--- src/design/cpu_params.svh ---
`ifndef CPU_PARAMS_SVH
`define CPU_PARAMS_SVH

// Data path and instruction width
`define WORD_W 16

// Unified program and data memory
`define MEM_DEPTH 256
`define ADDR_W 8

// General purpose registers
`define REG_COUNT 8
`define REG_ADDR_W 3

// Cycles per instruction, fetch through writeback
`define PHASE_COUNT 5

`endif

--- src/design/cpuPkg.sv ---
`include "cpu_params.svh"

package cpuPkg;

   typedef enum logic [2:0] {
      PH_IDLE,
      PH_FETCH,
      PH_DECODE,
      PH_EXEC,
      PH_MEM,
      PH_WB
   } phase_t;

   // Values follow the compute opcode field, HLT goes through the halt bit
   typedef enum logic [3:0] {
      OP_ADD  = 4'b0000,
      OP_SUB  = 4'b0001,
      OP_AND  = 4'b0010,
      OP_OR   = 4'b0011,
      OP_XOR  = 4'b0100,
      OP_CMP  = 4'b0101,
      OP_MOV  = 4'b0110,
      OP_SLL  = 4'b1000,
      OP_SLR  = 4'b1001, // Rotate left
      OP_SRL  = 4'b1010,
      OP_SRA  = 4'b1011,
      OP_IN   = 4'b1100,
      OP_OUT  = 4'b1101,
      OP_NONE = 4'b1111  // Not a compute op, ALU adds a and b
   } aluOp_t;

   typedef enum logic [2:0] {
      BR_NONE,
      BR_ALWAYS,
      BR_EQ,
      BR_LT,
      BR_LE,
      BR_NE
   } branch_t;

   typedef struct packed {
      logic s;
      logic z;
      logic c;
      logic v;
   } flags_t;

   typedef struct packed {
      logic regWrite;
      logic memWrite;
      logic outStrobe;
      logic halt;
      logic aSel;     // A operand from register, else zero for LI
      logic bSel;     // B operand from immediate, else register
      logic inputSel; // inData into the register file
      logic addrSel;  // Data address from the ALU
      logic loadSel;  // Memory data into the register file
      aluOp_t aluOp;
      branch_t branch;
      logic [`REG_ADDR_W-1:0] srcReg;
      logic [`REG_ADDR_W-1:0] dstReg;
      logic [`WORD_W-1:0] imm;
   } ctrlWord_t;

   typedef struct packed {
      logic we;
      logic [`ADDR_W-1:0] addr;
      logic [`WORD_W-1:0] data;
   } loadPort_t;

endpackage

--- src/design/phaseSequencer.sv ---
`timescale 1ns/1ps

module phaseSequencer (
   input  logic CLOCK,
   input  logic rstN,
   input  logic exec,
   input  logic halt,
   output cpuPkg::phase_t phase,
   output logic startPulse
);

   cpuPkg::phase_t nextPhase;

   assign startPulse = (phase == cpuPkg::PH_IDLE) && exec; // Clears the PC

   always_comb begin
      case (phase)
         cpuPkg::PH_IDLE:   nextPhase = exec ? cpuPkg::PH_FETCH : cpuPkg::PH_IDLE;
         cpuPkg::PH_FETCH:  nextPhase = cpuPkg::PH_DECODE;
         cpuPkg::PH_DECODE: nextPhase = cpuPkg::PH_EXEC;
         cpuPkg::PH_EXEC:   nextPhase = cpuPkg::PH_MEM;
         cpuPkg::PH_MEM:    nextPhase = cpuPkg::PH_WB;
         cpuPkg::PH_WB:     nextPhase = halt ? cpuPkg::PH_IDLE : cpuPkg::PH_FETCH;
         default:           nextPhase = cpuPkg::PH_IDLE;
      endcase
   end

   always_ff @(posedge CLOCK) begin
      if (!rstN)
         phase <= cpuPkg::PH_IDLE;
      else
         phase <= nextPhase;
   end

   idleHolds: assert property (@(posedge CLOCK) disable iff (!rstN)
      (phase == cpuPkg::PH_IDLE && !exec) |=> phase == cpuPkg::PH_IDLE);

endmodule

--- config.mk ---
export PLATFORM = sky130hd
export DESIGN_NAME = phaseSequencer
export DESIGN_NICKNAME = d
export VERILOG_FILES = /design/src/design/cpuPkg.sv /design/src/design/phaseSequencer.sv
export VERILOG_INCLUDE_DIRS = /design/src /design/src/design
export SDC_FILE = /design/constraint.sdc
export NUM_CORES = 1
export LEC_CHECK = 0
export ABC_AREA = 1
export CAP_MARGIN = 5
export CELL_PAD_IN_SITES_DETAIL_PLACEMENT = 0
export CELL_PAD_IN_SITES_GLOBAL_PLACEMENT = 1
export CORE_AREA = 8 8 45 47
export CTS_BUF_LIST = sky130_fd_sc_hd__clkbuf_16
export DETAILED_ROUTE_END_ITERATION = 8
export DIE_AREA = 0 0 53 55
export DONT_BUFFER_PORTS = 1
export PLACE_DENSITY = 0.33
export SKIP_CTS_REPAIR_TIMING = 1
export SLEW_MARGIN = 5
export SYNTH_ARGS = -nofsm -noshare
export SYNTH_HDL_FRONTEND = slang
export SYNTH_SLANG_ARGS = --single-unit
--- constraint.sdc ---
create_clock -name CLOCK -period 1 [get_ports CLOCK]
set_clock_uncertainty 0.05 [all_clocks]
set_input_delay 0.3 -clock CLOCK [delete_from_list [all_inputs] [get_ports CLOCK]]
set_output_delay 0.3 -clock CLOCK [all_outputs]
set_load 0.005 [all_outputs]
== After elaboration in Yosys (flattened, before gate mapping) ==
Cells that the tools add are included.

* Eq/ne operators: 5
* Muxes and demuxes: 3
* Reduce and logical (&&, ||, !) cells: 2

{| class="wikitable"
|+ Operators with widths
! operator !! count
|-
| 3-bit case mux with 6 select lines || 1
|-
| 3-bit by 2-bit equality test with 1-bit output, second input constant || 2
|-
| 3-bit equality test, second input constant || 2
|-
| 3-bit by 1-bit equality test with 1-bit output, second input constant || 1
|-
| 3-bit zero test || 1
|-
| 1-bit 2-to-1 mux || 2
|-
| 1-bit logical AND || 1
|}

* Bits in registers: 3
* Input bits: 4
* Output and inout bits: 4
* Logic and storage cells: 11

== Longest topological paths before layout ==
* Depth after elaboration: 2
* Mapped depth: 6
* Depth with buffers taken out: 6

== Worst setup path after synthesis ==
OpenSTA, ideal clock, no wires.

* Path kind: register to output
* Start point: reg phase[0]
* End point: out startPulse
* Arrival: 556 ps
* Required time: 650 ps
* Setup slack: 94 ps
* Cell stages (with the launch flop): 4
* Buffers on the path: 0
* Path through: dfxtp_1 -> nor2_1 -> nand2_1 -> inv_1

* Word-level cells in the longest chain between the ends: 2

{| class="wikitable"
|+ RTL lines
! element !! line !! source
|-
| from (decl) || phaseSequencer.sv:8 || <nowiki>output cpuPkg::phase_t phase,</nowiki>
|-
| from (signal assigned) || phaseSequencer.sv:30 || <nowiki>phase <= cpuPkg::PH_IDLE;</nowiki>
|-
| from (signal assigned) || phaseSequencer.sv:32 || <nowiki>phase <= nextPhase;</nowiki>
|-
| 3-bit zero test || phaseSequencer.sv:14 || <nowiki>assign startPulse = (phase == cpuPkg::PH_IDLE) && exec;</nowiki>
|-
| 1-bit logical AND || phaseSequencer.sv:14 ||
|-
| to (decl) || phaseSequencer.sv:9 || <nowiki>output logic startPulse</nowiki>
|}

No other way between the ends.

== Worst setup path after layout ==
* Start point: reg phase[2]
* End point: out startPulse

The elaborated chain is that of the path after synthesis.

==> qor.csv <==
stage,metric,value,unit
outcome,status,finished with violations,
outcome,violations,negative setup slack,
job,maxCapViolCount,0,
min_path,worst_hold_path_type,in2reg,
route,drtAntennaViolNets,0,
clock_network,cts_buffers,3,
logic_synthesis,syn-cell-area,150,um^2
setup_path,crit_path_cell_trace,nor2_2 > nand2_1 > inv_2,
route,num_vias,172,
pwr,p_leak,0.145,nW
sta,fmax,880,MHz
pwr,clkPwrFrac,0.695,
die,dieArea,2920,um^2
sta,setup_violations,4,
die,die_x,53,um
place,dpl.hpwl,346,um
sta,fin_crit_sh,1.14,
pwr,p_seq_frac,0.173,
setup_path,crit_path_end_kind,output port,
place,dp.cells,42,
finish,finalNonFillerCells,48,
logic_synthesis,synth_area_per_cell,6.53,um^2
global_route,grt_pass1_vias,154,
setup_path,timing.setup.critical_path_class,reg2out,
global_route,grt.total_usage,0.0387,
global_route,grt_max_degree,7,
sta,finalHoldViolCount,0,
finish,largest_register_ffs,3,
die,fp.dieH,55,um
clock_network,clkLatencyLatePin,0.22,ns
die,boundaryPins,8,
finish,top_register,phase,
route,drt_iter0_drc,2,
finish,drive_above_1_share,0.500,
route,viasPerCell,3.58,
pwr,switching_share,0.202,
route,drt_wl_total,471,um
clock_network,cts_sinks,3,
setup_path,worst_setup_path_start_kind,flip-flop,
route,drc,0,
clock_network,tritoncts,done,
finish,layout_commonest_cell,inv_1,
finish,final_nets,37,
logic_synthesis,yosysSeqAreaShare,0.400,
clock_network,cts_root_buf,clkbuf_16,
clock_network,clk_pin_slew,0.03,ns
place,numPortBuffers,0,
die,core_area,1380,um^2
sta,tns,-0.263,ns
pwr,p_switching,181,uW
place,gp_congestion,0.622,
logic_synthesis,synth_nets,27,
finish,nFillCells,158,
global_route,grt_pass1_wl,662,um
setup_path,crit_fanout,5,
finish,final_cell_mix,"6 x inv_1, 4 x buf_4",
setup_path,required,0.65,ns
die,num_rows,14,
logic_synthesis,synthCells,23,
place,preCtsSetupSlack,0.0200,ns
die,initial_core_util,0.108,
pwr,irDropWorstVdd,809,uV
setup_path,slowest_stage,dfxtp_4,
pwr,combPwrFrac,0.132,
setup_path,path_buf_inv,1,
pwr,powerDensity,2940,nW/um^2
logic_synthesis,yosys_register_bits,3,
setup_path,crit_path_max_incr_delay,0.35,ns
clock_network,cts_max_path_buffers,2,
finish,seqCellArea,68.8,um^2
sta,rsz0062_at_grt,true,
sta,relSlewSlack,0.897,
global_route,grt_overflow_total,0,
logic_synthesis,yosysWarnings,0,
route,drt-wirelength-per-cell,9.81,um
setup_path,critical_path_arrival,0.79,ns
sta,worstMarginPinSlew,0.153,ns
global_route,antenna_found_initial,0,
sta,post-route-min-period,1.14,ns
pwr,p_int,715,uW
logic_synthesis,synthDistinctLibCells,8,
finish,reg_top3,phase (3),
finish,multi_input_area,68.8,um^2
finish,syn_to_final_growth,103,%
clock_network,htreeDepth,1,
setup_path,critical_path.top_delay_family,flip-flops,
sta,timing.final.ws_setup,-0.136,ns
sta,final-max-slew-violation-count,0,
route,first_pass_iters,2,
finish,diodes,0,
cell type report:
cell class | count | area share
clock buffers | 3 | 0.247
flip-flops and latches | 3 | 0.226
multi-input cells | 13 | 0.226
repair buffers | 5 | 0.136
inverters | 7 | 0.0864
well taps | 16 | 0.0658
clock inverters | 1 | 0.0123
worst paths after layout:
check,startpoint,end,slack (ns),depth (start not counted)
min reg2reg,phase[1]$_SDFF_PN0_,phase[2]$_SDFF_PN0_,0.51,2
min,rstN,phase[0]$_SDFF_PN0_,0.13,2
max,phase[2]$_SDFF_PN0_,startPulse,-0.14,3
max reg2reg,phase[0]$_SDFF_PN0_,phase[0]$_SDFF_PN0_,0.09,6
synth_stat cells (all sizes together):
master,number,share of area
nand2,3,0.075
nor3,1,0.033
inv,7,0.18
a21oi,3,0.10
dfxtp,3,0.40
nor2,2,0.050
nand3,4,0.17
through the flow:
step | utilization | hold slack, ns | total power [mW] | area [um^2]
finish | 0.220 | 0.127 | 0.895 | 304
global route | 0.220 | 0.135 | 0.942 | 304
CTS | 0.196 | 0.125 | 0.880 | 272
detailed placement | 0.139 | 0.355 | 0.244 | 193
global placement | 0.139 | 0.351 | 0.243 | 193
floorplan | - | 0.348 | 0.205 | 150
logic make-up (layout without fill, tap and decap cells):
group           Yosys count  after routing  synth area share
buf+inv                   7             16             0.175
compound gates            3              3             0.100
flops                     3              3             0.400
simple gates             10             10             0.325
layer usage:
metal / wire length (um) / share of wire / vias to the layer above / global-route usage
met3: 81 / 0.17 / 4 / 0.0455
met1: 194 / 0.41 / 73 / 0.0333
met4: 29 / 0.062 / 0 / 0.0776
met2: 165 / 0.35 / 7 / 0.0273
met5: 0 / 0 / - / 0
li1: - / - / 88 / -
power by group through the flow:
stage               combinational, mW  clock [mW]  sequential [mW]
detailed placement             0.0868           0            0.157
finish                          0.119       0.622            0.155
global route                    0.132       0.653            0.157
floorplan                      0.0496           0            0.155
global placement               0.0866           0            0.157
CTS                            0.0869       0.638            0.155
(Power assumes the default switching activity.)
