--- config.mk ---
export PLATFORM = sky130hd
export DESIGN_NAME = programCounter
export DESIGN_NICKNAME = d
export VERILOG_FILES = /design/src/design/cpuPkg.sv /design/src/design/programCounter.sv
export VERILOG_INCLUDE_DIRS = /design/src /design/src/design
export SDC_FILE = /design/constraint.sdc
export NUM_CORES = 1
export LEC_CHECK = 0
export BUFFER_PORTS_ARGS = -buffer_cell sky130_fd_sc_hd__buf_2
export CORE_MARGIN = 3
export CORE_UTILIZATION = 47
export DETAILED_ROUTE_END_ITERATION = 10
export GPL_ROUTABILITY_DRIVEN = 0
export PLACE_DENSITY = 0.88
export SLEW_MARGIN = 0
export SYNTH_ARGS = -nofsm -noshare
export SYNTH_HDL_FRONTEND = slang
export SYNTH_SLANG_ARGS = --single-unit
--- constraint.sdc ---
create_clock -name CLOCK -period 4.44 [get_ports CLOCK]
set_clock_uncertainty 0.15 [all_clocks]
set_input_delay 0.222 -clock CLOCK [delete_from_list [all_inputs] [get_ports CLOCK]]
set_output_delay 0.222 -clock CLOCK [all_outputs]
set_load 0.05 [all_outputs]
--- src/design/cpu_params.svh ---
`ifndef CPU_PARAMS_SVH
`define CPU_PARAMS_SVH

// Data path and instruction width
`define WORD_W 16

// Unified program and data memory
`define MEM_DEPTH 256
`define ADDR_W 8

// General purpose registers
`define REG_COUNT 8
`define REG_ADDR_W 3

// Cycles per instruction, fetch through writeback
`define PHASE_COUNT 5

`endif

--- src/design/cpuPkg.sv ---
`include "cpu_params.svh"

package cpuPkg;

   typedef enum logic [2:0] {
      PH_IDLE,
      PH_FETCH,
      PH_DECODE,
      PH_EXEC,
      PH_MEM,
      PH_WB
   } phase_t;

   // Values follow the compute opcode field, HLT goes through the halt bit
   typedef enum logic [3:0] {
      OP_ADD  = 4'b0000,
      OP_SUB  = 4'b0001,
      OP_AND  = 4'b0010,
      OP_OR   = 4'b0011,
      OP_XOR  = 4'b0100,
      OP_CMP  = 4'b0101,
      OP_MOV  = 4'b0110,
      OP_SLL  = 4'b1000,
      OP_SLR  = 4'b1001, // Rotate left
      OP_SRL  = 4'b1010,
      OP_SRA  = 4'b1011,
      OP_IN   = 4'b1100,
      OP_OUT  = 4'b1101,
      OP_NONE = 4'b1111  // Not a compute op, ALU adds a and b
   } aluOp_t;

   typedef enum logic [2:0] {
      BR_NONE,
      BR_ALWAYS,
      BR_EQ,
      BR_LT,
      BR_LE,
      BR_NE
   } branch_t;

   typedef struct packed {
      logic s;
      logic z;
      logic c;
      logic v;
   } flags_t;

   typedef struct packed {
      logic regWrite;
      logic memWrite;
      logic outStrobe;
      logic halt;
      logic aSel;     // A operand from register, else zero for LI
      logic bSel;     // B operand from immediate, else register
      logic inputSel; // inData into the register file
      logic addrSel;  // Data address from the ALU
      logic loadSel;  // Memory data into the register file
      aluOp_t aluOp;
      branch_t branch;
      logic [`REG_ADDR_W-1:0] srcReg;
      logic [`REG_ADDR_W-1:0] dstReg;
      logic [`WORD_W-1:0] imm;
   } ctrlWord_t;

   typedef struct packed {
      logic we;
      logic [`ADDR_W-1:0] addr;
      logic [`WORD_W-1:0] data;
   } loadPort_t;

endpackage

--- src/design/programCounter.sv ---
`timescale 1ns/1ps
`include "cpu_params.svh"

module programCounter (
   input  logic CLOCK,
   input  logic rstN,
   input  cpuPkg::phase_t phase,
   input  logic startPulse,
   input  cpuPkg::branch_t branch,
   input  logic [`WORD_W-1:0] imm,
   input  cpuPkg::flags_t flags,
   output logic [`ADDR_W-1:0] pc
);

   logic taken;

   // Condition from the flags left by the last compute op
   always_comb begin
      case (branch)
         cpuPkg::BR_ALWAYS: taken = 1'b1;
         cpuPkg::BR_EQ:     taken = flags.z;
         cpuPkg::BR_LT:     taken = flags.s ^ flags.v;
         cpuPkg::BR_LE:     taken = flags.z | (flags.s ^ flags.v);
         cpuPkg::BR_NE:     taken = !flags.z;
         default:           taken = 1'b0;
      endcase
   end

   always_ff @(posedge CLOCK) begin
      if (!rstN || startPulse)
         pc <= '0;
      else if (phase == cpuPkg::PH_WB) begin
         if (taken)
            pc <= pc + `ADDR_W'd1 + imm[`ADDR_W-1:0]; // Wraps within memory
         else
            pc <= pc + `ADDR_W'd1;
      end
   end

endmodule

# Word-level counts from Yosys, hierarchy flattened
# Index checks and enable logic that the tools add are counted.
# totals
reg_bits	8
in_bits	29
out_inout_bits	8
word_cells	16
# classes
n_addsub	2
n_eq_ne	6
muxes	2
bitwise_logic	2
reduce_logical	3
# op_table
op	n
3-bit equality test (second input constant)	3
8-bit by 1-bit adder with 8-bit output (second input constant)	1
8-bit adder	1
8-bit 2-to-1 mux	1
3-bit by 2-bit equality test with 1-bit output (second input constant)	2
1-bit case mux with 5 select lines	1
3-bit by 1-bit equality test with 1-bit output (second input constant)	1
1-bit zero test	2
1-bit logical OR	1
1-bit OR	1
1-bit XOR	1

# Longest topological paths before layout
# depth
word_depth	4
depth_mapped	10

# Worst setup path before layout
# Ideal clock, no wire load.
# synth_path
kind	reg-to-reg
from	register pc[0]
to	register pc[7]
setup_time_ns	0.123
t_arrival_ns	3.197
t_required_ns	4.167
slack_ns	0.969
path_stages_with_launch	11
path_buffers	0
cell_sequence	dfxtp_1 -> ha_1 -> and3_1 -> xnor2_1 -> ha_1 -> and2_4 -> a221o_1 -> or4_1 -> nand4_1 -> mux2i_1 -> mux2_1
# synth_via
elab_chain_cells	3
# synth_rtl
item	line	source
from (decl)	programCounter.sv:12	output logic [`ADDR_W-1:0] pc
from (signal assigned)	programCounter.sv:34	pc <= pc + `ADDR_W'd1 + imm[`ADDR_W-1:0];
from (signal assigned)	programCounter.sv:36	pc <= pc + `ADDR_W'd1;
8-bit by 1-bit adder with 8-bit output (*)	programCounter.sv:34, programCounter.sv:36	
8-bit adder	programCounter.sv:34	
8-bit 2-to-1 mux (*)	programCounter.sv:33	if (taken)
# Mark *: on every way between the ends. The rest lies on a longest branch, timed or not.
# A chain may end at the register's enable or synchronous reset.

# Worst setup path in the final report
# Ends and elaborated chain as after synthesis.

==> flow_metrics.tcl <==
set metrics [dict create \
    fmax_mhz 297.5 \
    fin_setup_tns_ns 0 \
    reg2reg_to "pc[7]$_SDFFE_PP0N_" \
    die_y_um 48.77 \
    dp_hpwl_um 1785 \
    drive_gt1_share_pct 23.88 \
    slowest_stage "or4_1" \
    routedWlPerCell_um 14.33 \
    powerDensity_nw_per_um2 188.5 \
    rows 14 \
    cts_setup_buffers 0 \
    core_area_um2 1612 \
    fin_area_um2 1032 \
    antenna_found_initial 0 \
    dr.max_layer_used "met4" \
    n_antenna_cell 0 \
    drt-pass1-iter-count 4 \
    slew_viol_final 0 \
    io_pins 37 \
    path_buf_inv 0 \
    final_hold_viol_count 0 \
    arrival_ns 3.35 \
    wl_met1_um 879 \
    placed_area_um2 1010 \
    grt.total_usage_pct 19.70 \
    vias_per_cell 6.006 \
    totalWireLength_um 2264 \
    maxCapViolCount 0 \
    status "complete, no violations" \
    syn_area_um2 859.6 \
    cts_buffers 3 \
    htreeDepth 1 \
    synth-main-ff-cell "dfxtp_1" \
    path_cells "ha_1 > and3_1 > xnor2_1 > ha_1 > and2_4 > a221o_1 > or4_1 > nand4_1 > mux2i_1 > mux2_1" \
    worstSkewPairLatency_ns 0.26 \
    detail-route-antenna-nets 0 \
    top_register "pc" \
    required_ns 4.43 \
    reg2reg_from "pc[0]$_SDFFE_PP0N_" \
    grt_setup_unrepaired "no" \
    hp-start "rstN" \
    io_buffers 27 \
    critPathMostFrequentCell "ha_1" \
    synthArstFlopShare_pct 0 \
    cts_tree "done" \
    ff2ff_path_depth 10 \
    reg.largest.list "pc (8)" \
    avgSynthCellArea_um2 7.959 \
    synthCells 108 \
    cts-root-buf "clkbuf_4" \
    fin_ws_ns 1.079 \
    drt-initial-drc-count 38 \
    synth_seq_cells 8 \
    area.growth.synth_to_final_pct 20.09 \
    yosysTopAreaCell "dfxtp_1" \
    syn_nets 147 \
    p_total_mw 0.1946 \
    rrSetupSlack_ns 1.08 \
    largest_reg_flops 8 \
    hold_slack_ns 0.2735 \
    ys_types 35 \
    fin_crit_ns 3.361 \
    synth_common_cells "ha_1 (9), nand2_1 (9), dfxtp_1 (8), o21ai_0 (8)" \
    dp_slack_ns 1.079 \
    fillers 158 \
    cts.sinks 8 \
    initial_core_util_pct 53.34 \
    hold_path_end "pc[2]$_SDFFE_PP0N_" \
    power.leakage_nw 0.5423 \
    routed-wl-met3_um 162 \
    worst_slew_pin_slew_ns 0.4957 \
    crit_path_start_kind "register" \
    hold_path_class "input port to register" \
    clk_pin_slew_ns 0.06 \
    relSlewSlack_pct 66.95 \
    grt_overflow 0 \
    irDropWorstVdd_mv 0.1516 \
    hold_depth 3 \
    synth-seq-area-share_pct 18.63 \
    synth_edf_count 0 \
    grt_first_pass_wirelength_um 3760 \
    met2WireLength_um 1199 \
    cts-resized-gates 0 \
    grt_pass1_vias 911 \
    crit_path_max_fanout 5 \
    ys_warn_count 0 \
    endpoint_kind "register" \
    final-setup-viol-count 0 \
    clk_path_buf_depth 2 \
    cts_hold_buf 0 \
    die_w_um 48.77 \
    crit_family "simple AND/OR/NAND/NOR gates" \
    crit_path_max_incr_delay_ns 0.52 \
    synthTopCellsByArea "dfxtp_1 (19%), ha_1 (13%), xor2_1 (5.1%)" \
    die-area_um2 2378 \
    dr_total_vias 949 \
    worst-setup-path-type "register to register" \
    synth_top_area_share_pct 18.63 \
    fin_nets 175 \
    fin_crit_sh_pct 75.71 \
    grt_max_degree 17 \
    drc_errors 0 \
]
==> report_power, final <==
group / leakage (nW) / switching [mW] / internal, mW
Combinational: 0.464 / 0.0355 / 0.0264
Sequential: 0.0646 / 0.00144 / 0.0729
Clock: 0.0138 / 0.0272 / 0.0311
Total: 0.542 / 0.0642 / 0.130
==> cells by family (layout without fill, tap and decap cells) <==
group | after synthesis | in the layout | synth area share, %
buf+inv | 9 | 35 | 3.930
compound gates | 33 | 33 | 26.64
fa+ha+maj | 10 | 10 | 15.43
mux | 4 | 4 | 4.804
xor+xnor | 9 | 9 | 9.170
flops | 8 | 8 | 18.63
simple gates | 35 | 35 | 21.40
==> cells in the final DEF (no fill, tap or decap), types with 3 or more instances in the layout <==
| master | Yosys | layout |
|---|---|---|
| inv_1 | 5 | 5 |
| a21o_1 | 5 | 5 |
| nor2_1 | 6 | 6 |
| mux2i_1 | 3 | 3 |
| dfxtp_1 | 8 | 8 |
| xnor2_1 | 4 | 4 |
| buf_2 | 0 | 27 |
| xor2_1 | 5 | 5 |
| and3_1 | 5 | 5 |
| nand3_1 | 3 | 3 |
| o21ai_0 | 8 | 8 |
| clkbuf_4 | 0 | 3 |
| nand2_1 | 9 | 9 |
| nand2b_1 | 3 | 3 |
| a21oi_1 | 6 | 6 |
| ha_1 | 9 | 9 |
==> how the worst max path moves through the flow <==
stage,start,to,slack (ns),cells after the start
3_5_place_dp,pc[0]$_SDFFE_PP0N_,pc[7]$_SDFFE_PP0N_,1.08,10
3_3_place_gp,pc[0]$_SDFFE_PP0N_,pc[7]$_SDFFE_PP0N_,1.16,10
5_1_grt,pc[0]$_SDFFE_PP0N_,pc[7]$_SDFFE_PP0N_,0.95,10
4_1_cts,pc[0]$_SDFFE_PP0N_,pc[7]$_SDFFE_PP0N_,1.07,10
6_report,pc[0]$_SDFFE_PP0N_,pc[7]$_SDFFE_PP0N_,1.08,10
2_1_floorplan,pc[0]$_SDFFE_PP0N_,pc[7]$_SDFFE_PP0N_,0.97,10
==> cell type report <==
cell class / instances / area [um^2] / share of cell area (%)
Multi-Input combinational cell: 91 / 665.6 / 64.48
Sequential cell: 8 / 160.2 / 15.52
Timing Repair Buffer: 27 / 135.1 / 13.09
Tap cell: 24 / 30.03 / 2.909
Clock buffer: 3 / 22.52 / 2.182
Inverter: 5 / 18.77 / 1.818
==> tightest hold or removal path, cell delays in order <==
cell	delay, ns
buf_2	0.07
nand2b_1	0.20
nor2_1	0.15
==> layer usage <==
metal / vias to the layer above / global-route usage (%)
li1: 458 / -
met1: 445 / 20.48
met2: 42 / 36.43
met3: 4 / 5.521
met4: 0 / 8.531
met5: - / 0
==> through the flow <==
step | cells | util (%)
final | 158 | 64.05
after global routing | 158 | 64.05
after floorplan | 108 | -
after detailed placement | 155 | 62.66
after global placement | 155 | 62.66
after CTS | 158 | 64.05
(Power assumes the default switching activity.)
