`config.mk`:
```
export PLATFORM = sky130hd
export DESIGN_NAME = unifiedMemory
export DESIGN_NICKNAME = d
export VERILOG_FILES = /design/src/design/cpuPkg.sv /design/src/design/unifiedMemory.sv
export VERILOG_INCLUDE_DIRS = /design/src /design/src/design
export SDC_FILE = /design/constraint.sdc
export NUM_CORES = 2
export LEC_CHECK = 0
export BUFFER_PORTS_ARGS = -buffer_cell sky130_fd_sc_hd__buf_2
export CORE_MARGIN = 5
export CORE_UTILIZATION = 50
export CTS_BUF_LIST = sky130_fd_sc_hd__clkbuf_16
export CTS_CLUSTER_DIAMETER = 80
export DETAILED_ROUTE_END_ITERATION = 6
export PLACE_DENSITY = 0.68
export SYNTH_ARGS = -nofsm -noshare
export SYNTH_HDL_FRONTEND = slang
export SYNTH_SLANG_ARGS = --single-unit
```
`constraint.sdc`:
```
create_clock -name CLOCK -period 6.2 [get_ports CLOCK]
set_input_delay 1.24 -clock CLOCK [delete_from_list [all_inputs] [get_ports CLOCK]]
set_output_delay 1.24 -clock CLOCK [all_outputs]
set_load 0.01 [all_outputs]
```
`src/design/cpu_params.svh`:
```
`ifndef CPU_PARAMS_SVH
`define CPU_PARAMS_SVH

// Data path and instruction width
`define WORD_W 16

// Unified program and data memory
`define MEM_DEPTH 256
`define ADDR_W 8

// General purpose registers
`define REG_COUNT 8
`define REG_ADDR_W 3

// Cycles per instruction, fetch through writeback
`define PHASE_COUNT 5

`endif

```
`src/design/cpuPkg.sv`:
```
`include "cpu_params.svh"

package cpuPkg;

   typedef enum logic [2:0] {
      PH_IDLE,
      PH_FETCH,
      PH_DECODE,
      PH_EXEC,
      PH_MEM,
      PH_WB
   } phase_t;

   // Values follow the compute opcode field, HLT goes through the halt bit
   typedef enum logic [3:0] {
      OP_ADD  = 4'b0000,
      OP_SUB  = 4'b0001,
      OP_AND  = 4'b0010,
      OP_OR   = 4'b0011,
      OP_XOR  = 4'b0100,
      OP_CMP  = 4'b0101,
      OP_MOV  = 4'b0110,
      OP_SLL  = 4'b1000,
      OP_SLR  = 4'b1001, // Rotate left
      OP_SRL  = 4'b1010,
      OP_SRA  = 4'b1011,
      OP_IN   = 4'b1100,
      OP_OUT  = 4'b1101,
      OP_NONE = 4'b1111  // Not a compute op, ALU adds a and b
   } aluOp_t;

   typedef enum logic [2:0] {
      BR_NONE,
      BR_ALWAYS,
      BR_EQ,
      BR_LT,
      BR_LE,
      BR_NE
   } branch_t;

   typedef struct packed {
      logic s;
      logic z;
      logic c;
      logic v;
   } flags_t;

   typedef struct packed {
      logic regWrite;
      logic memWrite;
      logic outStrobe;
      logic halt;
      logic aSel;     // A operand from register, else zero for LI
      logic bSel;     // B operand from immediate, else register
      logic inputSel; // inData into the register file
      logic addrSel;  // Data address from the ALU
      logic loadSel;  // Memory data into the register file
      aluOp_t aluOp;
      branch_t branch;
      logic [`REG_ADDR_W-1:0] srcReg;
      logic [`REG_ADDR_W-1:0] dstReg;
      logic [`WORD_W-1:0] imm;
   } ctrlWord_t;

   typedef struct packed {
      logic we;
      logic [`ADDR_W-1:0] addr;
      logic [`WORD_W-1:0] data;
   } loadPort_t;

endpackage

```
`src/design/unifiedMemory.sv`:
```
`timescale 1ns/1ps
`include "cpu_params.svh"

module unifiedMemory (
   input  logic CLOCK,
   input  cpuPkg::phase_t phase,
   input  cpuPkg::loadPort_t progLoad,
   input  logic [`ADDR_W-1:0] addr,
   input  logic writeEn,
   input  logic [`WORD_W-1:0] writeData,
   output logic [`WORD_W-1:0] readData
);

   logic [`WORD_W-1:0] mem [`MEM_DEPTH];

   assign readData = mem[addr];

   // Loader owns the array only while the core is idle
   always_ff @(posedge CLOCK) begin
      if (phase == cpuPkg::PH_IDLE) begin
         if (progLoad.we)
            mem[progLoad.addr] <= progLoad.data;
      end
      else if (phase == cpuPkg::PH_MEM && writeEn)
         mem[addr] <= writeData;
   end

endmodule

```
* Word level (Yosys, flattened, before mapping)
Memory sizes are Yosys's and may differ from the RTL's.
Index checks and enable logic that the tools add are counted.
** Storage, ports and cells
- Register bits :: 0
- Latch bits :: 0
- RAM bits :: 4096
- ROM bits :: 0
- Input bits :: 54
- Output and inout bits :: 16
- Logic and storage cells :: 14
- Memories :: 1
** Memory list
- mem :: words 256, bits a word 16, read ports 1, clocked after Yosys merged registers in 0, write ports 1, line unifiedMemory.sv:14 : logic [`WORD_W-1:0] mem [`MEM_DEPTH];
** Cells by class
- Add/subtract/negate cells :: 0
- Multiply operators :: 0
- Div/mod/pow operators :: 0
- Order comparisons :: 0
- Equal/unequal tests :: 1
- Shifts and indexed selects :: 0
- Muxes and demuxes :: 9
- Bitwise gates (word level) :: 0
- Reductions and logical operators :: 3
** Operators by type and width (number)
- 16-bit two-way mux :: 1
- 16-bit OR reduction :: 1
- 8-bit two-way mux :: 1
- 1-bit two-way mux :: 7
- 3-bit equality test (second input constant) :: 1
- 3-bit zero test :: 1
- 1-bit logical AND :: 1

* Depth between registers and ports, before layout
- Word-level depth :: 7
- Depth in mapped cells :: 13
- Depth with buffers taken out :: 7

* Least setup slack after synthesis
Ideal clock, no wire load.
- Path kind :: input to register
- Start point :: input port writeEn
- End point :: memory mem[0][10] (netlist name) (data pin)
- Library setup time :: 0.823 ns
- Arrival time :: 5.385 ns
- Required time :: 5.377 ns
- Slack :: -0.007 ns
- Cell stages on the path :: 6
- Path buffers :: 2
- Cell sequence :: nand2_1 -> nor3_1 -> clkbuf_1 -> buf_1 -> nand2_1 -> nand2_1
** Between the ends
- Longest elaborated chain between the ends :: 6
** RTL lines
- start: declaration :: line unifiedMemory.sv:9 : input logic writeEn,
- 1-bit logical AND :: line unifiedMemory.sv:24 : else if (phase == cpuPkg::PH_MEM && writeEn)
- 1-bit two-way mux :: line unifiedMemory.sv:24
- 1-bit two-way mux :: line unifiedMemory.sv:20 : if (phase == cpuPkg::PH_IDLE) begin
- 1-bit two-way mux (not written as such) :: line unifiedMemory.sv:25 : mem[addr] <= writeData;
- 16-bit OR reduction (no source line)
- 16-bit two-way mux (no source line)
- end: declaration :: line unifiedMemory.sv:14
Every way passes these cells.

* Final worst setup path
- Start point :: input port addr[2]
- End point :: output port readData[11]
** Between the ends
- Longest elaborated chain between the ends :: 1
** RTL lines
- start: declaration :: line unifiedMemory.sv:8 : input logic [`ADDR_W-1:0] addr,
- memory read 256 x 16 bit
- end: declaration :: line unifiedMemory.sv:11 : output logic [`WORD_W-1:0] readData
Every way passes these cells.

==> metrics.log <==
[metrics] Worst EP arrival: 5040 ps
[metrics] filler cell count: 22.9k
[metrics] root buffer selected by CTS: sky130_fd_sc_hd__clkbuf_16
[metrics] utilization after layout: 57.3%
[metrics] most common cell after layout, fill and taps aside: sky130_fd_sc_hd__edfxtp_1
[metrics] Pre-Repair DR Iteration Count: 7
[metrics] width of the chip: 576 microns
[metrics] EDFF count, synth: 4096
[metrics] buffering stage count on the worst path with inverters included: 5
[metrics] Critical Setup Path Class: input port to output pin
[metrics] die span in y: 576 microns
[metrics] syn nets: 7831
[metrics] pwr/cell area: 317 mW/mm^2
[metrics] Hold-fix buffers, CTS: 0
[metrics] worst slack at placement: -648 ps
[metrics] share of total power in the clock network: 41.4%
[metrics] area of the core region: 0.319 sq mm
[metrics] status: complete, but fails checks
[metrics] global router's overall resource usage: 27.0%
[metrics] switching share of total power: 21.6%
[metrics] end point of the most critical hold path: mem[155][2]
[metrics] critical path data required time: 4960 ps
[metrics] endpoints failing hold: 0
[metrics] overall power: 57900 uW
[metrics] drt total wl: 452000 microns
[metrics] combinational power share: 5.7%
[metrics] Peak VDD IR: 0.000253 V
[metrics] number of library cell types mapped by synthesis: 82
[metrics] Avg Vias per Cell: 6.51
[metrics] Static Leakage: 0.0595 uW
[metrics] number of buffers added by the clock tree synthesis step: 398
[metrics] setup_tns: -155 ps
[metrics] CP peak stage delay: 680 ps
[metrics] register area share after synthesis: 76.8%
[metrics] total net switching power: 12500 uW
[metrics] area growth from synthesis to final layout: 14.0%
[metrics] post-layout worst setup margin: -82.7 ps
[metrics] first-pass GRT wire length: 638000 microns
[metrics] number of flip-flops under the largest register name: 4096
[metrics] largest net degree at the start of global routing: 178
[metrics] share of the cycle needed by the critical path after routing: 101%
[metrics] largest fanout on the critical path: 17
[metrics] ordered list of cells on the worst path: clkbuf_8, or2_4, buf_12, buf_4, o221ai_1, a211oi_1, nor3_1, nand2_1, or3_1, nor4_1, buf_4, buf_2
[metrics] fin nets: 8604
[metrics] drt drc: 0
[metrics] clock-pin slew on the worst setup and hold paths: 60 ps
[metrics] master of the slowest instance on the critical path: sky130_fd_sc_hd__or3_1
[metrics] violated checks: setup timing
[metrics] post-layout minimum cycle time: 6280 ps
[metrics] buffers from clock root to sink, at most: 4
[metrics] total congestion overflow: 0
[metrics] mean instance size in the synthesized netlist: 20.6 sq um
[metrics] number of antenna violations at the first check in global routing: 26
[metrics] Layout Cell Area excl Fill: 0.183 sq mm
[metrics] Cells on Worst Hold Path: 3
[metrics] clock tree from TritonCTS: yes
[metrics] post-synth top area share: 76.8%
[metrics] setup repair after global routing missed its margin: no
[metrics] Worst Tran Pin Value: 1330 ps
[metrics] # setup viols final: 3
[metrics] Iteration-0 DRC Markers: 13.6k
[metrics] start point of the worst min-delay path: writeData[2]
[metrics] final number of max-transition violations: 0
[metrics] Setup crit start kind: input port
[metrics] most frequently used flop master after synthesis: sky130_fd_sc_hd__edfxtp_1
[metrics] cell area after placement: 0.170 sq mm
[metrics] hpwl dp: 289000 microns
[metrics] die outline area: 0.332 sq mm
[metrics] vias: 85.2k
[metrics] kind of capture point of the worst setup path: output pin
[metrics] commonest non-fill, non-tap cells in the layout: sky130_fd_sc_hd__edfxtp_1 (4096), sky130_fd_sc_hd__mux2i_1 (737), sky130_fd_sc_hd__buf_4 (672)
[metrics] synthesis-stage register bit count: 4096
[metrics] library cell appearing most often on the critical path: sky130_fd_sc_hd__buf_4
[metrics] post-route antenna net violation count: 0
[metrics] # rows: 207
[metrics] Final Wtd Congestion: 0.969
[metrics] number of warnings issued by yosys: 0
[metrics] highest attainable clock frequency: 159 MHz
[metrics] via count of the first global-routing pass: 82.7k
[metrics] max-slew headroom at the worst pin: 11.2%
[metrics] Cell Int Power: 45400 uW
[metrics] number of clock sinks seen by CTS: 4096
[metrics] type of the most critical hold path: input port to flip-flop
[metrics] Gate Count Post-Synth: 7777
[metrics] sequential cell fraction of total power: 52.9%
[metrics] number of primary I/O pins: 70
[metrics] I/O Buffers: 69
[metrics] Routed wire per std cell: 34.6 microns
[metrics] Crit path max-delay family: simple AND/OR/NAND/NOR gates
[metrics] max cap viols: 0
[metrics] Clock H-tree levels: 5
[metrics] Top Registers: mem x4096
[metrics] share of post-route cells with drive strength above 1: 24.3%
[metrics] biggest area contributors in the synthesized netlist: sky130_fd_sc_hd__edfxtp_1 (77%), sky130_fd_sc_hd__mux4_2 (8.4%), sky130_fd_sc_hd__mux2i_1 (4.6%), sky130_fd_sc_hd__mux4_1 (1.4%), sky130_fd_sc_hd__nor2_1 (0.87%)
[metrics] fraction of synthesis flops using an asynchronous set or reset pin: 0%
[metrics] area of the mapped netlist: 0.160 sq mm
[metrics] Synth area leader: sky130_fd_sc_hd__edfxtp_1
[metrics] initial core utilization: 50.3%
[metrics] Biggest register: mem
==> worst max-delay path by stage <==
stage          depth (start not counted)  slack [ps]           end  startpoint
6_report                              12         -80  readData[11]     addr[2]
5_1_grt                               12           6   readData[0]     addr[0]
4_1_cts                               13          20  readData[10]     addr[0]
3_5_place_dp                          14        -650   readData[4]     addr[0]
3_3_place_gp                          10        -760   readData[0]     addr[5]
2_1_floorplan                          5         290     mem[0][0]     writeEn
==> metrics by stage <==
step / hold slack, ps / std cells
after floorplan: 1920 / 7777
after global placement: 1680 / 12300
after detailed placement: 1700 / 12300
after CTS: 722 / 13100
after global routing: 774 / 13100
final: 768 / 13100
==> per-layer routing <==
layer	vias to the layer above	track usage (%)	wire (microns)
met2	5768	40.0	203000
met3	888	6.86	57500
met1	44400	38.7	170000
met4	0	10.7	21800
met5	-	0	0
li1	34100	-	-
==> synthesized netlist by cell type (27+ instances only) <==
cell type	count
sky130_fd_sc_hd__a21oi_1	111
sky130_fd_sc_hd__nand2_1	237
sky130_fd_sc_hd__o21ai_0	98
sky130_fd_sc_hd__nor3_1	79
sky130_fd_sc_hd__edfxtp_1	4096
sky130_fd_sc_hd__nor2_1	373
sky130_fd_sc_hd__nand4_1	43
sky130_fd_sc_hd__mux2i_1	737
sky130_fd_sc_hd__buf_8	42
sky130_fd_sc_hd__o22ai_1	97
sky130_fd_sc_hd__clkbuf_1	129
sky130_fd_sc_hd__mux4_2	598
sky130_fd_sc_hd__mux4_1	88
sky130_fd_sc_hd__nor4_1	29
sky130_fd_sc_hd__a221oi_1	33
sky130_fd_sc_hd__a22oi_1	174
sky130_fd_sc_hd__nand3_1	91
sky130_fd_sc_hd__o221ai_1	142
sky130_fd_sc_hd__buf_2	114
sky130_fd_sc_hd__buf_1	27
sky130_fd_sc_hd__buf_6	81
sky130_fd_sc_hd__a211oi_1	35
==> cells by family after synthesis <==
logic type | synth area share, %
multiplexers | 14.6
AO/OA/AOI/OAI | 3.68
AND/OR/NAND/NOR | 2.71
flip-flops | 76.8
buffers and inverters | 2.21
==> timing repair <==
item	4_1_cts	5_1_grt
resized for setup	8	8
setup endpoints to repair	4	4
buffers inserted	0	0
==> tightest hold or removal path: stages <==
cell and delay (ps):
sky130_fd_sc_hd__buf_2 80, sky130_fd_sc_hd__nand2_1 70, sky130_fd_sc_hd__nand2_4 160
==> power groups by stage <==
stage          combinational (uW)  clock, uW  sequential [uW]
6_report                     3300      23900            30600
5_1_grt                      3400      25400            30600
4_1_cts                      3250      24200            30600
3_5_place_dp                 3240          0            31200
3_3_place_gp                 3170          0            31200
2_1_floorplan                1760          0            31300
==> cell type report <==
type / instances / area (sq um) / share of cell area [%]
Multi-Input combinational cell: 3220 / 34300 / 18.8
Clock inverter: 321 / 2780 / 1.52
Antenna cell: 21 / 52.6 / 0.0288
Inverter: 7 / 33.8 / 0.0185
Clock buffer: 404 / 10100 / 5.54
Sequential cell: 4096 / 123000 / 67.4
Tap cell: 4180 / 5230 / 2.86
Timing Repair Buffer: 827 / 7150 / 3.91
(Power assumes the default switching activity.)
