[src/design/cpu_params.svh]
`ifndef CPU_PARAMS_SVH
`define CPU_PARAMS_SVH

// Data path and instruction width
`define WORD_W 16

// Unified program and data memory
`define MEM_DEPTH 256
`define ADDR_W 8

// General purpose registers
`define REG_COUNT 8
`define REG_ADDR_W 3

// Cycles per instruction, fetch through writeback
`define PHASE_COUNT 5

`endif

[src/design/registerFile.sv]
`timescale 1ns/1ps
`include "cpu_params.svh"

module registerFile (
   input  logic CLOCK,
   input  logic rstN,
   input  logic [`REG_ADDR_W-1:0] readA,
   input  logic [`REG_ADDR_W-1:0] readB,
   output logic [`WORD_W-1:0] dataA,
   output logic [`WORD_W-1:0] dataB,
   input  logic writeEn,
   input  logic [`REG_ADDR_W-1:0] writeAddr,
   input  logic [`WORD_W-1:0] writeData
);

   logic [`WORD_W-1:0] regs [`REG_COUNT];

   // Two asynchronous read ports
   assign dataA = regs[readA];
   assign dataB = regs[readB];

   always_ff @(posedge CLOCK) begin
      if (!rstN) begin
         for (int i = 0; i < `REG_COUNT; i++) begin
            regs[i] <= '0;
         end
      end
      else if (writeEn)
         regs[writeAddr] <= writeData;
   end

endmodule

[config.mk]
export PLATFORM = sky130hd
export DESIGN_NAME = registerFile
export DESIGN_NICKNAME = d
export VERILOG_FILES = /design/src/design/registerFile.sv
export VERILOG_INCLUDE_DIRS = /design/src /design/src/design
export SDC_FILE = /design/constraint.sdc
export NUM_CORES = 1
export LEC_CHECK = 0
export BUFFER_PORTS_ARGS = -buffer_cell sky130_fd_sc_hd__buf_2
export CAP_MARGIN = 30
export CORE_AREA = 2 2 115 117
export CTS_CLUSTER_DIAMETER = 40
export DETAILED_ROUTE_END_ITERATION = 8
export DIE_AREA = 0 0 117 119
export HOLD_SLACK_MARGIN = 0.05
export PLACE_DENSITY_LB_ADDON = 0.15
export SLEW_MARGIN = 20
export SYNTH_ARGS = -nofsm -noshare
export SYNTH_HDL_FRONTEND = slang
export SYNTH_SLANG_ARGS = --single-unit
export TNS_END_PERCENT = 50
[constraint.sdc]
create_clock -name CLOCK -period 2.7 [get_ports CLOCK]
set_input_delay 0.405 -clock CLOCK [delete_from_list [all_inputs] [get_ports CLOCK]]
set_output_delay 0.405 -clock CLOCK [all_outputs]
set_load 0.01 [all_outputs]
# After elaboration in Yosys (flattened, before gate mapping)
# Memories as Yosys holds them, arrays and structs flattened.
# Index checks and enable logic that the tools add are counted.
# op_classes
muxes	7
n_reduce_logical	1
# ops
operator	n
2-to-1 mux 16 bit	1
OR reduction 16 bit	1
2-to-1 mux 1 bit	5
2-to-1 mux 3 bit	1
# totals
reg_bits	0
mem_bits_rw	128
input_bits	28
out_inout_bits	32
word_cells	9
mem_count	1
# mem_list
memory	depth	width	rd	rd_clocked_by_memory_dff	write_ports	line	text
regs	8	16	2	0	8	registerFile.sv:16	logic [`WORD_W-1:0] regs [`REG_COUNT];

# Logic depth before layout (Yosys ltp)
# Gate-level depths: netlist of the first run.
# logic_depth
depth_word	5
mapped_depth	5
mapped_depth_nobuf	2

# Least setup slack after synthesis of the first run
# OpenSTA, ideal clock, no wires.
# synth_timing
path_type	input port to flip-flop
from	in rstN
to	mem regs[7][0] (netlist bit) (enable)
setup_ns	0.411
arrival_ns	2.100
t_required_ns	2.289
path_slack_ns	0.189
path_stages	4
n_path_buf	2
path_cell_list	buf_2 -> nand3_1 -> clkbuf_1 -> o21ai_0
# synth_rtl
item	line	text
start, declared	registerFile.sv:6	input logic rstN,
end, declared	registerFile.sv:16	

# Final worst setup path of the first run
# layout_timing
from	in readA[0]
to	out dataA[7]
# layout_via
elab_chain_len	1
# layout_rtl
item	line	text
start, declared	registerFile.sv:7	input logic [`REG_ADDR_W-1:0] readA,
memory read (8 x 16 bit)	--	
end, declared	registerFile.sv:9	output logic [`WORD_W-1:0] dataA,
# No other way between the ends.

==> impl_metrics.tcl, run 1 <==
set metrics [dict create \
    nets 519 \
    drv_slew 0 \
    gp_congestion 0.772 \
    cp-startpoint "readA[0]" \
    synth_top_flop_cell "edfxtp_1" \
    synth_enable_flop_cells 128 \
    cp_max_fo 32 \
    yosys.area_share.simple_pct 9.83 \
    power_mw 5.52 \
    holdPathStages 3 \
    crit_path_start_kind "input pin" \
    hold_path_class "in2reg" \
    clock_tree.buffer_depth 2 \
    dpl.hpwl_mm 10.5 \
    holdPathEnd "regs[6][10]" \
    postSynthAreaPerCell_um2 16.0 \
    syn_inst 430 \
    synth_fp_nets 458 \
    rsz0062_at_grt "false" \
    crit_slowest_cell "mux4_1" \
    largest_reg_flops 128 \
    fill_cells 965 \
    first_pass_iters 4 \
    finalWirelength_mm 16.4 \
    fp-row-count 42 \
    clk_pin_slew_ps 50 \
    finalSetupViolations 0 \
    dr_total_vias 4263 \
    hold_viol 0 \
    antenna_found_initial 0 \
    status "finished clean" \
    syn2layout_area_growth_pct 18.1 \
    synthMuxAreaShare_pct 29.3 \
    yosysUniqueCellTypes 17 \
    synth_area_leaders "edfxtp_1 56%, mux4_1 21%, nor3_1 9.3%" \
    grt.total_usage_pct 25.5 \
    async_flop_share_pct 0 \
    slew-limit-headroom_pct 48.4 \
    cts_tree "yes" \
    drc 0 \
    p_leak_nw 2.81 \
    endpoint_kind "output port" \
    core-area_um2 12900 \
    registers.top_by_ff_count "regs" \
    setup_ws_ps 485 \
    final_area_um2 8120 \
    power.density_nw_per_um2 679 \
    slowest_delay_ps 620 \
    start_util_pct 53.4 \
    cts_num_sinks 128 \
    synth_top_area_share_pct 55.9 \
    die_h_um 119 \
    grt_pass1_wl_mm 25.4 \
    tightest_slew_ps 775 \
    io_buffer_count 59 \
    die_w_um 117 \
    drt-wirelength-per-cell_um 24.1 \
    antenna_cells 0 \
    reg_top3 "regs (128)" \
    post-place-ws_ps 488 \
    io_pins 60 \
    dr.first_iter.drc_count 262 \
    overflow 0 \
    synth_seq_cells 128 \
    yosysSeqAreaShare_pct 55.9 \
    cts_hold_buffers 0 \
    tns_ps 0 \
    synth_fa_ha_area_share_pct 0 \
    fin_crit_sh_pct 82.0 \
    drive_above_1_share_pct 33.5 \
    required_ps 2300 \
    arrival_ps 1810 \
    postCtsSetupRepairBufs 0 \
    peakVddDrop_v 0.000370 \
    cts_inserted_buffers 17 \
    grt_max_degree 33 \
    htree_levels 4 \
    synth_top_family_by_area "multiplexers" \
    synth-xor-area-share_pct 0 \
    syn_area_um2 6880 \
    die_area_um2 13900 \
    maxCapViolCount 0 \
    path_common_cell "buf_2" \
    path_cells "buf_2, buf_12, mux4_1, mux2_2, buf_2" \
    synth_area_leader_cell "edfxtp_1" \
    routed_via_density 6.27 \
    place_area_um2 7480 \
    post-route-min-period_ps 2220 \
    postRouteAntennaNets 0 \
    min-delay-start "writeData[10]" \
    synth_compound_area_share_pct 0.582 \
    synth_common_cells "128 x edfxtp_1, 128 x nor3_1, 56 x mux4_1" \
    criticalPathCategory "in2out" \
    root_buffer "clkbuf_16" \
    grt_pass1_vias 4465 \
    yosysWarningCount 0 \
    fmax_mhz 451 \
    cts_resized 0 \
]
## critical path, delay by kind of cell
family,cells,cell delay [ps]
multiplexers,2,900
buffers and inverters,3,470
## report_power, final
group,internal [mW],switching [mW]
Combinational,0.320,0.342
Clock,1.64,0.842
Sequential,2.31,0.0591
## stage by stage
stage	hold WS (ps)	util (%)	instances
6_report	456	63.1	680
5_1_grt	470	63.1	680
4_1_cts	444	63.1	680
3_5_place_dp	872	58.1	648
3_3_place_gp	868	58.1	648
2_1_floorplan	739	-	430
## cell usage in the layout (no fill, tap or decap), drive strengths merged
cell type    n
clkinv      21
clkinvlp     2
clkbuf      18
mux4        64
o21ai        8
nand2b       2
mux2        32
inv          2
or2          1
nand2        1
nand3        1
buf         90
nor3       128
nand3b       1
edfxtp     128
bufinv       5
## cell families after synthesis
| kind of cell | after synthesis |
|---|---|
| simple gates | 134 |
| flops | 128 |
| compound gates | 8 |
| buf+inv | 64 |
| mux | 96 |
## area by class of cell
cell class / instances / area, µm² / area share (%)
Inverter: 16 / 60.1 / 0.740
Sequential cell: 128 / 3840 / 47.3
Multi-Input combinational cell: 238 / 2760 / 34.0
Tap cell: 176 / 220 / 2.71
Timing Repair Buffer: 90 / 591 / 7.27
Clock buffer: 18 / 429 / 5.29
Clock inverter: 14 / 213 / 2.62
## metal layers
| layer | wire length (µm) | track usage [%] | vias up |
|---|---|---|---|
| met3 | 843 | 5.29 | 30 |
| li1 | - | - | 1928 |
| met2 | 8640 | 41.8 | 141 |
| met5 | 0 | 0 | - |
| met1 | 6540 | 32.3 | 2164 |
| met4 | 362 | 12.2 | 0 |
## worst max path at each step
stage / endpoint / slack, ps / cells after the start
final: dataA[7] / 480 / 5
after global routing: dataA[1] / 440 / 5
after CTS: dataA[7] / 480 / 5
after detailed placement: dataA[1] / 490 / 5
after global placement: dataB[1] / 500 / 5
after floorplan: regs[7][0] / 190 / 4
Note: power is estimated with default switching activity, not from simulation.
==> run 2, diff against run 1 <==
--- a/config.mk
+++ b/config.mk
@@ -6,12 +6,13 @@
 export SDC_FILE = /design/constraint.sdc
 export NUM_CORES = 1
 export LEC_CHECK = 0
+export ABC_AREA = 1
 export BUFFER_PORTS_ARGS = -buffer_cell sky130_fd_sc_hd__buf_2
 export CAP_MARGIN = 30
-export CORE_AREA = 2 2 115 117
+export CORE_AREA = 2 2 121 123
 export CTS_CLUSTER_DIAMETER = 40
 export DETAILED_ROUTE_END_ITERATION = 8
-export DIE_AREA = 0 0 117 119
+export DIE_AREA = 0 0 123 125
 export HOLD_SLACK_MARGIN = 0.05
 export PLACE_DENSITY_LB_ADDON = 0.15
 export SLEW_MARGIN = 20
==> constraint.sdc (replaced) <==
create_clock -name CLOCK -period 2.1 [get_ports CLOCK]
set_input_delay 0.315 -clock CLOCK [delete_from_list [all_inputs] [get_ports CLOCK]]
set_output_delay 0.315 -clock CLOCK [all_outputs]
set_load 0.01 [all_outputs]
==> impl_metrics.tcl, run 2 <==
set metrics [dict create \
    synthMostInstantiatedCell "nand2_1" \
    drive_above_1_share_pct 11.6 \
    synth_area_leaders "edfxtp_1 51%, nand2_1 21%, nand3_1 8.5%" \
    root_buffer "clkbuf_16" \
    tns_ps 0 \
    fmax_mhz 580 \
    dpl.hpwl_mm 12.8 \
    syn_inst 1032 \
    yosysSeqAreaShare_pct 51.0 \
    clock_tree.buffer_depth 2 \
    fp-row-count 44 \
    routed_via_density 5.21 \
    cts_inserted_buffers 17 \
    combPwrFrac_pct 15.1 \
    power_frac_seq_pct 45.5 \
    postCtsSetupRepairBufs 0 \
    fill_cells 1349 \
    slowest_delay_ps 360 \
    synth_area_leader_cell "edfxtp_1" \
    drc 0 \
    hold_viol 0 \
    overflow 0 \
    path_cells "inv_1, nand2_1, nand3_1, nand2_1, nand2_1, nand2_1, buf_2" \
    clk_pin_slew_ps 50 \
    power_mw 6.61 \
    synth_fp_nets 1060 \
    largest_reg_flops 128 \
    reg_top3 "regs (128)" \
    hold_slack_ps 306 \
    p_int_mw 4.85 \
    cp_max_fo 2 \
    path_common_cell "nand2_1" \
    die_w_um 123 \
    io_buffer_count 59 \
    switching_share_pct 26.6 \
    antenna_found_initial 0 \
    postRouteAntennaNets 0 \
    io_pins 60 \
    p_leak_nw 4.42 \
    antenna_cells 0 \
    yosysUniqueCellTypes 14 \
    postSynthAreaPerCell_um2 7.30 \
    die_area_um2 15400 \
    grt_pass1_wl_mm 33.8 \
    synth_top_flop_cell "edfxtp_1" \
    post-route-min-period_ps 1730 \
    rsz0062_at_grt "false" \
    htree_levels 4 \
    power_frac_clock_pct 39.3 \
    slew-limit-headroom_pct 76.0 \
    nets 1115 \
    regArea_um2 3840 \
    async_flop_share_pct 0 \
    die_h_um 125 \
    synth_seq_cells 128 \
    layout_commonest_cell "nand2_1" \
    core-area_um2 14200 \
    status "finished clean" \
    registers.top_by_ff_count "regs" \
    grt_max_degree 65 \
    yosysWarningCount 0 \
    fin_crit_sh_pct 82.2 \
    dp.cells 1252 \
    final_cell_mix "425 x nand2_1, 152 x inv_1, 131 x nor2_1" \
    finalSetupViolations 0 \
    drt-wirelength-per-cell_um 16.9 \
    first_pass_iters 5 \
    tightest_slew_ps 360 \
    cts_resized 0 \
    fin_cells 1281 \
    grt.total_usage_pct 29.6 \
    crit_slowest_cell "edfxtp_1" \
    gp_congestion 0.839 \
    maxCapViolCount 0 \
    peakVddDrop_v 0.000464 \
    synth_enable_flop_cells 128 \
    cts_num_sinks 128 \
    cts_tree "yes" \
    power.density_nw_per_um2 772 \
    drv_slew 0 \
    required_ps 1780 \
    synth_common_cells "425 x nand2_1, 152 x inv_1, 131 x nor2_1" \
    finalWirelength_mm 21.7 \
    crit_path_start_kind "flop" \
    multiInputGateArea_um2 2810 \
    dr_total_vias 6679 \
    hold_path_class "in2reg" \
    synth_top_area_share_pct 51.0 \
    arrival_ps 1410 \
    endpoint_kind "output port" \
    cts_hold_buffers 0 \
    p_sw_mw 1.76 \
    syn2layout_area_growth_pct 13.7 \
    start_util_pct 53.1 \
    grt_pass1_vias 6275 \
    syn_area_um2 7540 \
    dr.first_iter.drc_count 828 \
    criticalPathCategory "reg2out" \
]
[run 2: cell types whose count changed after synthesis, moves of 9 or more]
cell,change
nor2_1,+131
clkbuf_1,-9
mux2_2,-32
nand3_1,+127
clkinv_1,-16
mux4_1,-56
buf_2,+24
nor3_1,-128
nand2_1,+424
inv_1,+152
[run 2: final timing paths]
check / from / endpoint / cells past startpoint
max: regs[0][7] / dataB[7] / 7
min: writeData[1] / regs[5][1] / 3
[run 2: worst max-delay path, delay by kind of cell, from the launching register on]
kind | cells | cell delay (ps)
flops | 1 | 360
simple gates | 5 | 350
buf+inv | 2 | 260
[run 2: layer usage]
| metal | vias up | GRT usage, % | wire, µm |
|---|---|---|---|
| met5 | - | 0 | 0 |
| met2 | 297 | 49.7 | 10700 |
| met3 | 38 | 4.20 | 1730 |
| met4 | 0 | 11.3 | 491 |
| li1 | 3266 | - | - |
| met1 | 3078 | 38.8 | 8790 |
[run 2: metrics by stage]
stage / worst slack (ps) / util (%) / cell area, µm²
2_1_floorplan: 443 / - / 7540
3_3_place_gp: 468 / 56.8 / 8060
3_5_place_dp: 454 / 56.8 / 8060
4_1_cts: 390 / 60.3 / 8570
5_1_grt: 262 / 60.3 / 8570
6_report: 374 / 60.3 / 8570
[run 2: kinds of logic (layout without fill, tap and decap cells)]
logic type	count (synthesis)	in the layout	synth area share (%)
AND/OR/NAND/NOR	695	695	37.3
buffers and inverters	209	274	11.7
flip-flops	128	128	51.0
[run 2: power groups by stage]
stage	clock [mW]	sequential, mW	combinational, mW
global route	2.71	3.02	1.12
detailed placement	0	3.06	0.994
finish	2.60	3.01	1.00
CTS	2.60	3.01	1.00
global placement	0	3.06	0.988
floorplan	0	3.05	0.648
[run 2: cell type report]
type	instances	share of cell area (%)
clock inverter	11	0.891
inverter	154	6.75
clock buffer	18	5.01
timing repair buffer	91	6.98
sequential	128	44.9
multi-input combinational	695	32.8
tap	184	2.69
==> run 3, diff against run 2 <==
==> constraint.sdc (replaced) <==
create_clock -name CLOCK -period 1.6 [get_ports CLOCK]
set_input_delay 0.24 -clock CLOCK [delete_from_list [all_inputs] [get_ports CLOCK]]
set_output_delay 0.24 -clock CLOCK [all_outputs]
set_load 0.01 [all_outputs]
==> impl_metrics.tcl, run 3 (synthesis results as in run 2) <==
set metrics [dict create \
    status "finished with violations" \
    violations "setup timing" \
    tns_ps -53.2 \
    crit_path_start_kind "flop" \
    met1_length_mm 9.07 \
    cts_inserted_buffers 17 \
    arrival_ps 1390 \
    antenna_cells 0 \
    endpoint_kind "output port" \
    largest_reg_flops 128 \
    first_pass_iters 5 \
    reg_top3 "regs (128)" \
    finalWirelength_mm 22.4 \
    dpl.hpwl_mm 13.5 \
    rsz0062_at_grt "true" \
    dr.first_iter.drc_count 663 \
    htree_levels 4 \
    root_buffer "clkbuf_16" \
    criticalPathCategory "reg2out" \
    tightest_slew_ps 343 \
    antenna_found_initial 0 \
    nets 1121 \
    drive_above_1_share_pct 21.5 \
    hold_slack_ps 233 \
    slew-limit-headroom_pct 77.1 \
    syn2layout_area_growth_pct 21.1 \
    hold_viol 0 \
    io_pins 60 \
    dr_total_vias 6816 \
    drt-wirelength-per-cell_um 17.4 \
    registers.top_by_ff_count "regs" \
    grt_pass1_vias 6103 \
    hold_path_class "in2reg" \
    fin_util_pct 64.2 \
    layout_commonest_cell "nand2_1" \
    postRouteAntennaNets 0 \
    maxCapViolCount 0 \
    grt_pass1_wl_mm 34.2 \
    final_cell_mix "400 x nand2_1, 131 x nor2_1, 128 x edfxtp_1" \
    overflow 0 \
    required_ps 1360 \
    cp_max_fo 2 \
    clk_pin_slew_ps 50 \
    routed_via_density 5.28 \
    gp_congestion 0.865 \
    die_w_um 123 \
    fill_cells 1265 \
    fmax_mhz 614 \
    die_h_um 125 \
    drv_slew 0 \
    grt.total_usage_pct 30.3 \
    fin_cells 1290 \
    grt_max_degree 65 \
    cts_num_sinks 128 \
    dp.cells 1258 \
    start_util_pct 53.1 \
    fp-row-count 44 \
    wl_met3_mm 2.00 \
    peakVddDrop_v 0.000734 \
    wl_met2_mm 10.7 \
    drc 0 \
    post-route-min-period_ps 1630 \
    finalSetupViolations 2 \
    cts_hold_buffers 0 \
    p_leak_nw 4.57 \
    power.density_nw_per_um2 1050 \
    core-area_um2 14200 \
    setup_ws_ps -29.8 \
    io_buffer_count 59 \
    die_area_um2 15400 \
    top_layer_used "met4" \
    postCtsSetupRepairBufs 0 \
    cts_tree "yes" \
    clock_tree.buffer_depth 2 \
    fin_crit_sh_pct 102 \
]
-- run 3: cell types whose count changed in the layout (fill, tap and decap cells not counted), sizes merged --
cell,before,now
buf,91,97
clkinvlp,1,2
bufinv,1,5
clkbuf,18,19
clkinv,9,6
-- run 3: what timing repair did --
item	4_1_cts	5_1_grt
endpoints found under the setup margin	9	32
pin swaps	8	48
resized for setup	10	101
hold endpoints to repair	0	0
-- run 3: layout make-up --
cell class / instances / area (µm²) / share of cell area (%)
flip-flops and latches: 128 / 3840 / 42.1
inverters: 154 / 578 / 6.34
multi-input cells: 695 / 2960 / 32.4
well taps: 184 / 230 / 2.52
repair buffers: 97 / 887 / 9.72
clock inverters: 13 / 193 / 2.11
clock buffers: 19 / 433 / 4.74
-- run 3: routing by layer --
layer  vias to the layer above  GRT usage (%)
met2                       390           47.7
met4                         0           11.0
li1                       3289              -
met5                         -              0
met1                      3083           41.7
met3                        54           5.93
-- run 3: per-stage QoR --
step	area, µm²	setup WS [ps]	total power, mW
after floorplan	7540	18.4	4.86
after global placement	8280	160	5.38
after detailed placement	8280	153	5.40
after CTS	8940	-7.80	9.52
after global routing	9120	-91.2	9.95
final	9120	-29.8	9.61
-- run 3: final timing paths --
path / startpoint / endpoint / slack, ps / cells after the start
min: writeData[14] / regs[4][14] / 230 / 3
max: regs[1][2] / dataA[2] / -30 / 7
-- run 3: worst max-delay path: stages (launching register included) --
cell	delay, ps
edfxtp_1	400
inv_2	70
nand2_1	40
nand3_1	80
nand2_1	70
nand2_1	80
nand2_1	80
buf_2	140
-- run 3: where the power goes --
group / switching, mW / total [mW] / leakage [nW] / internal (mW)
Combinational: 0.971 / 1.50 / 3.04 / 0.529
Clock: 1.40 / 4.14 / 0.302 / 2.74
Sequential: 0.0674 / 3.97 / 1.23 / 3.90
Total: 2.44 / 9.61 / 4.57 / 7.17
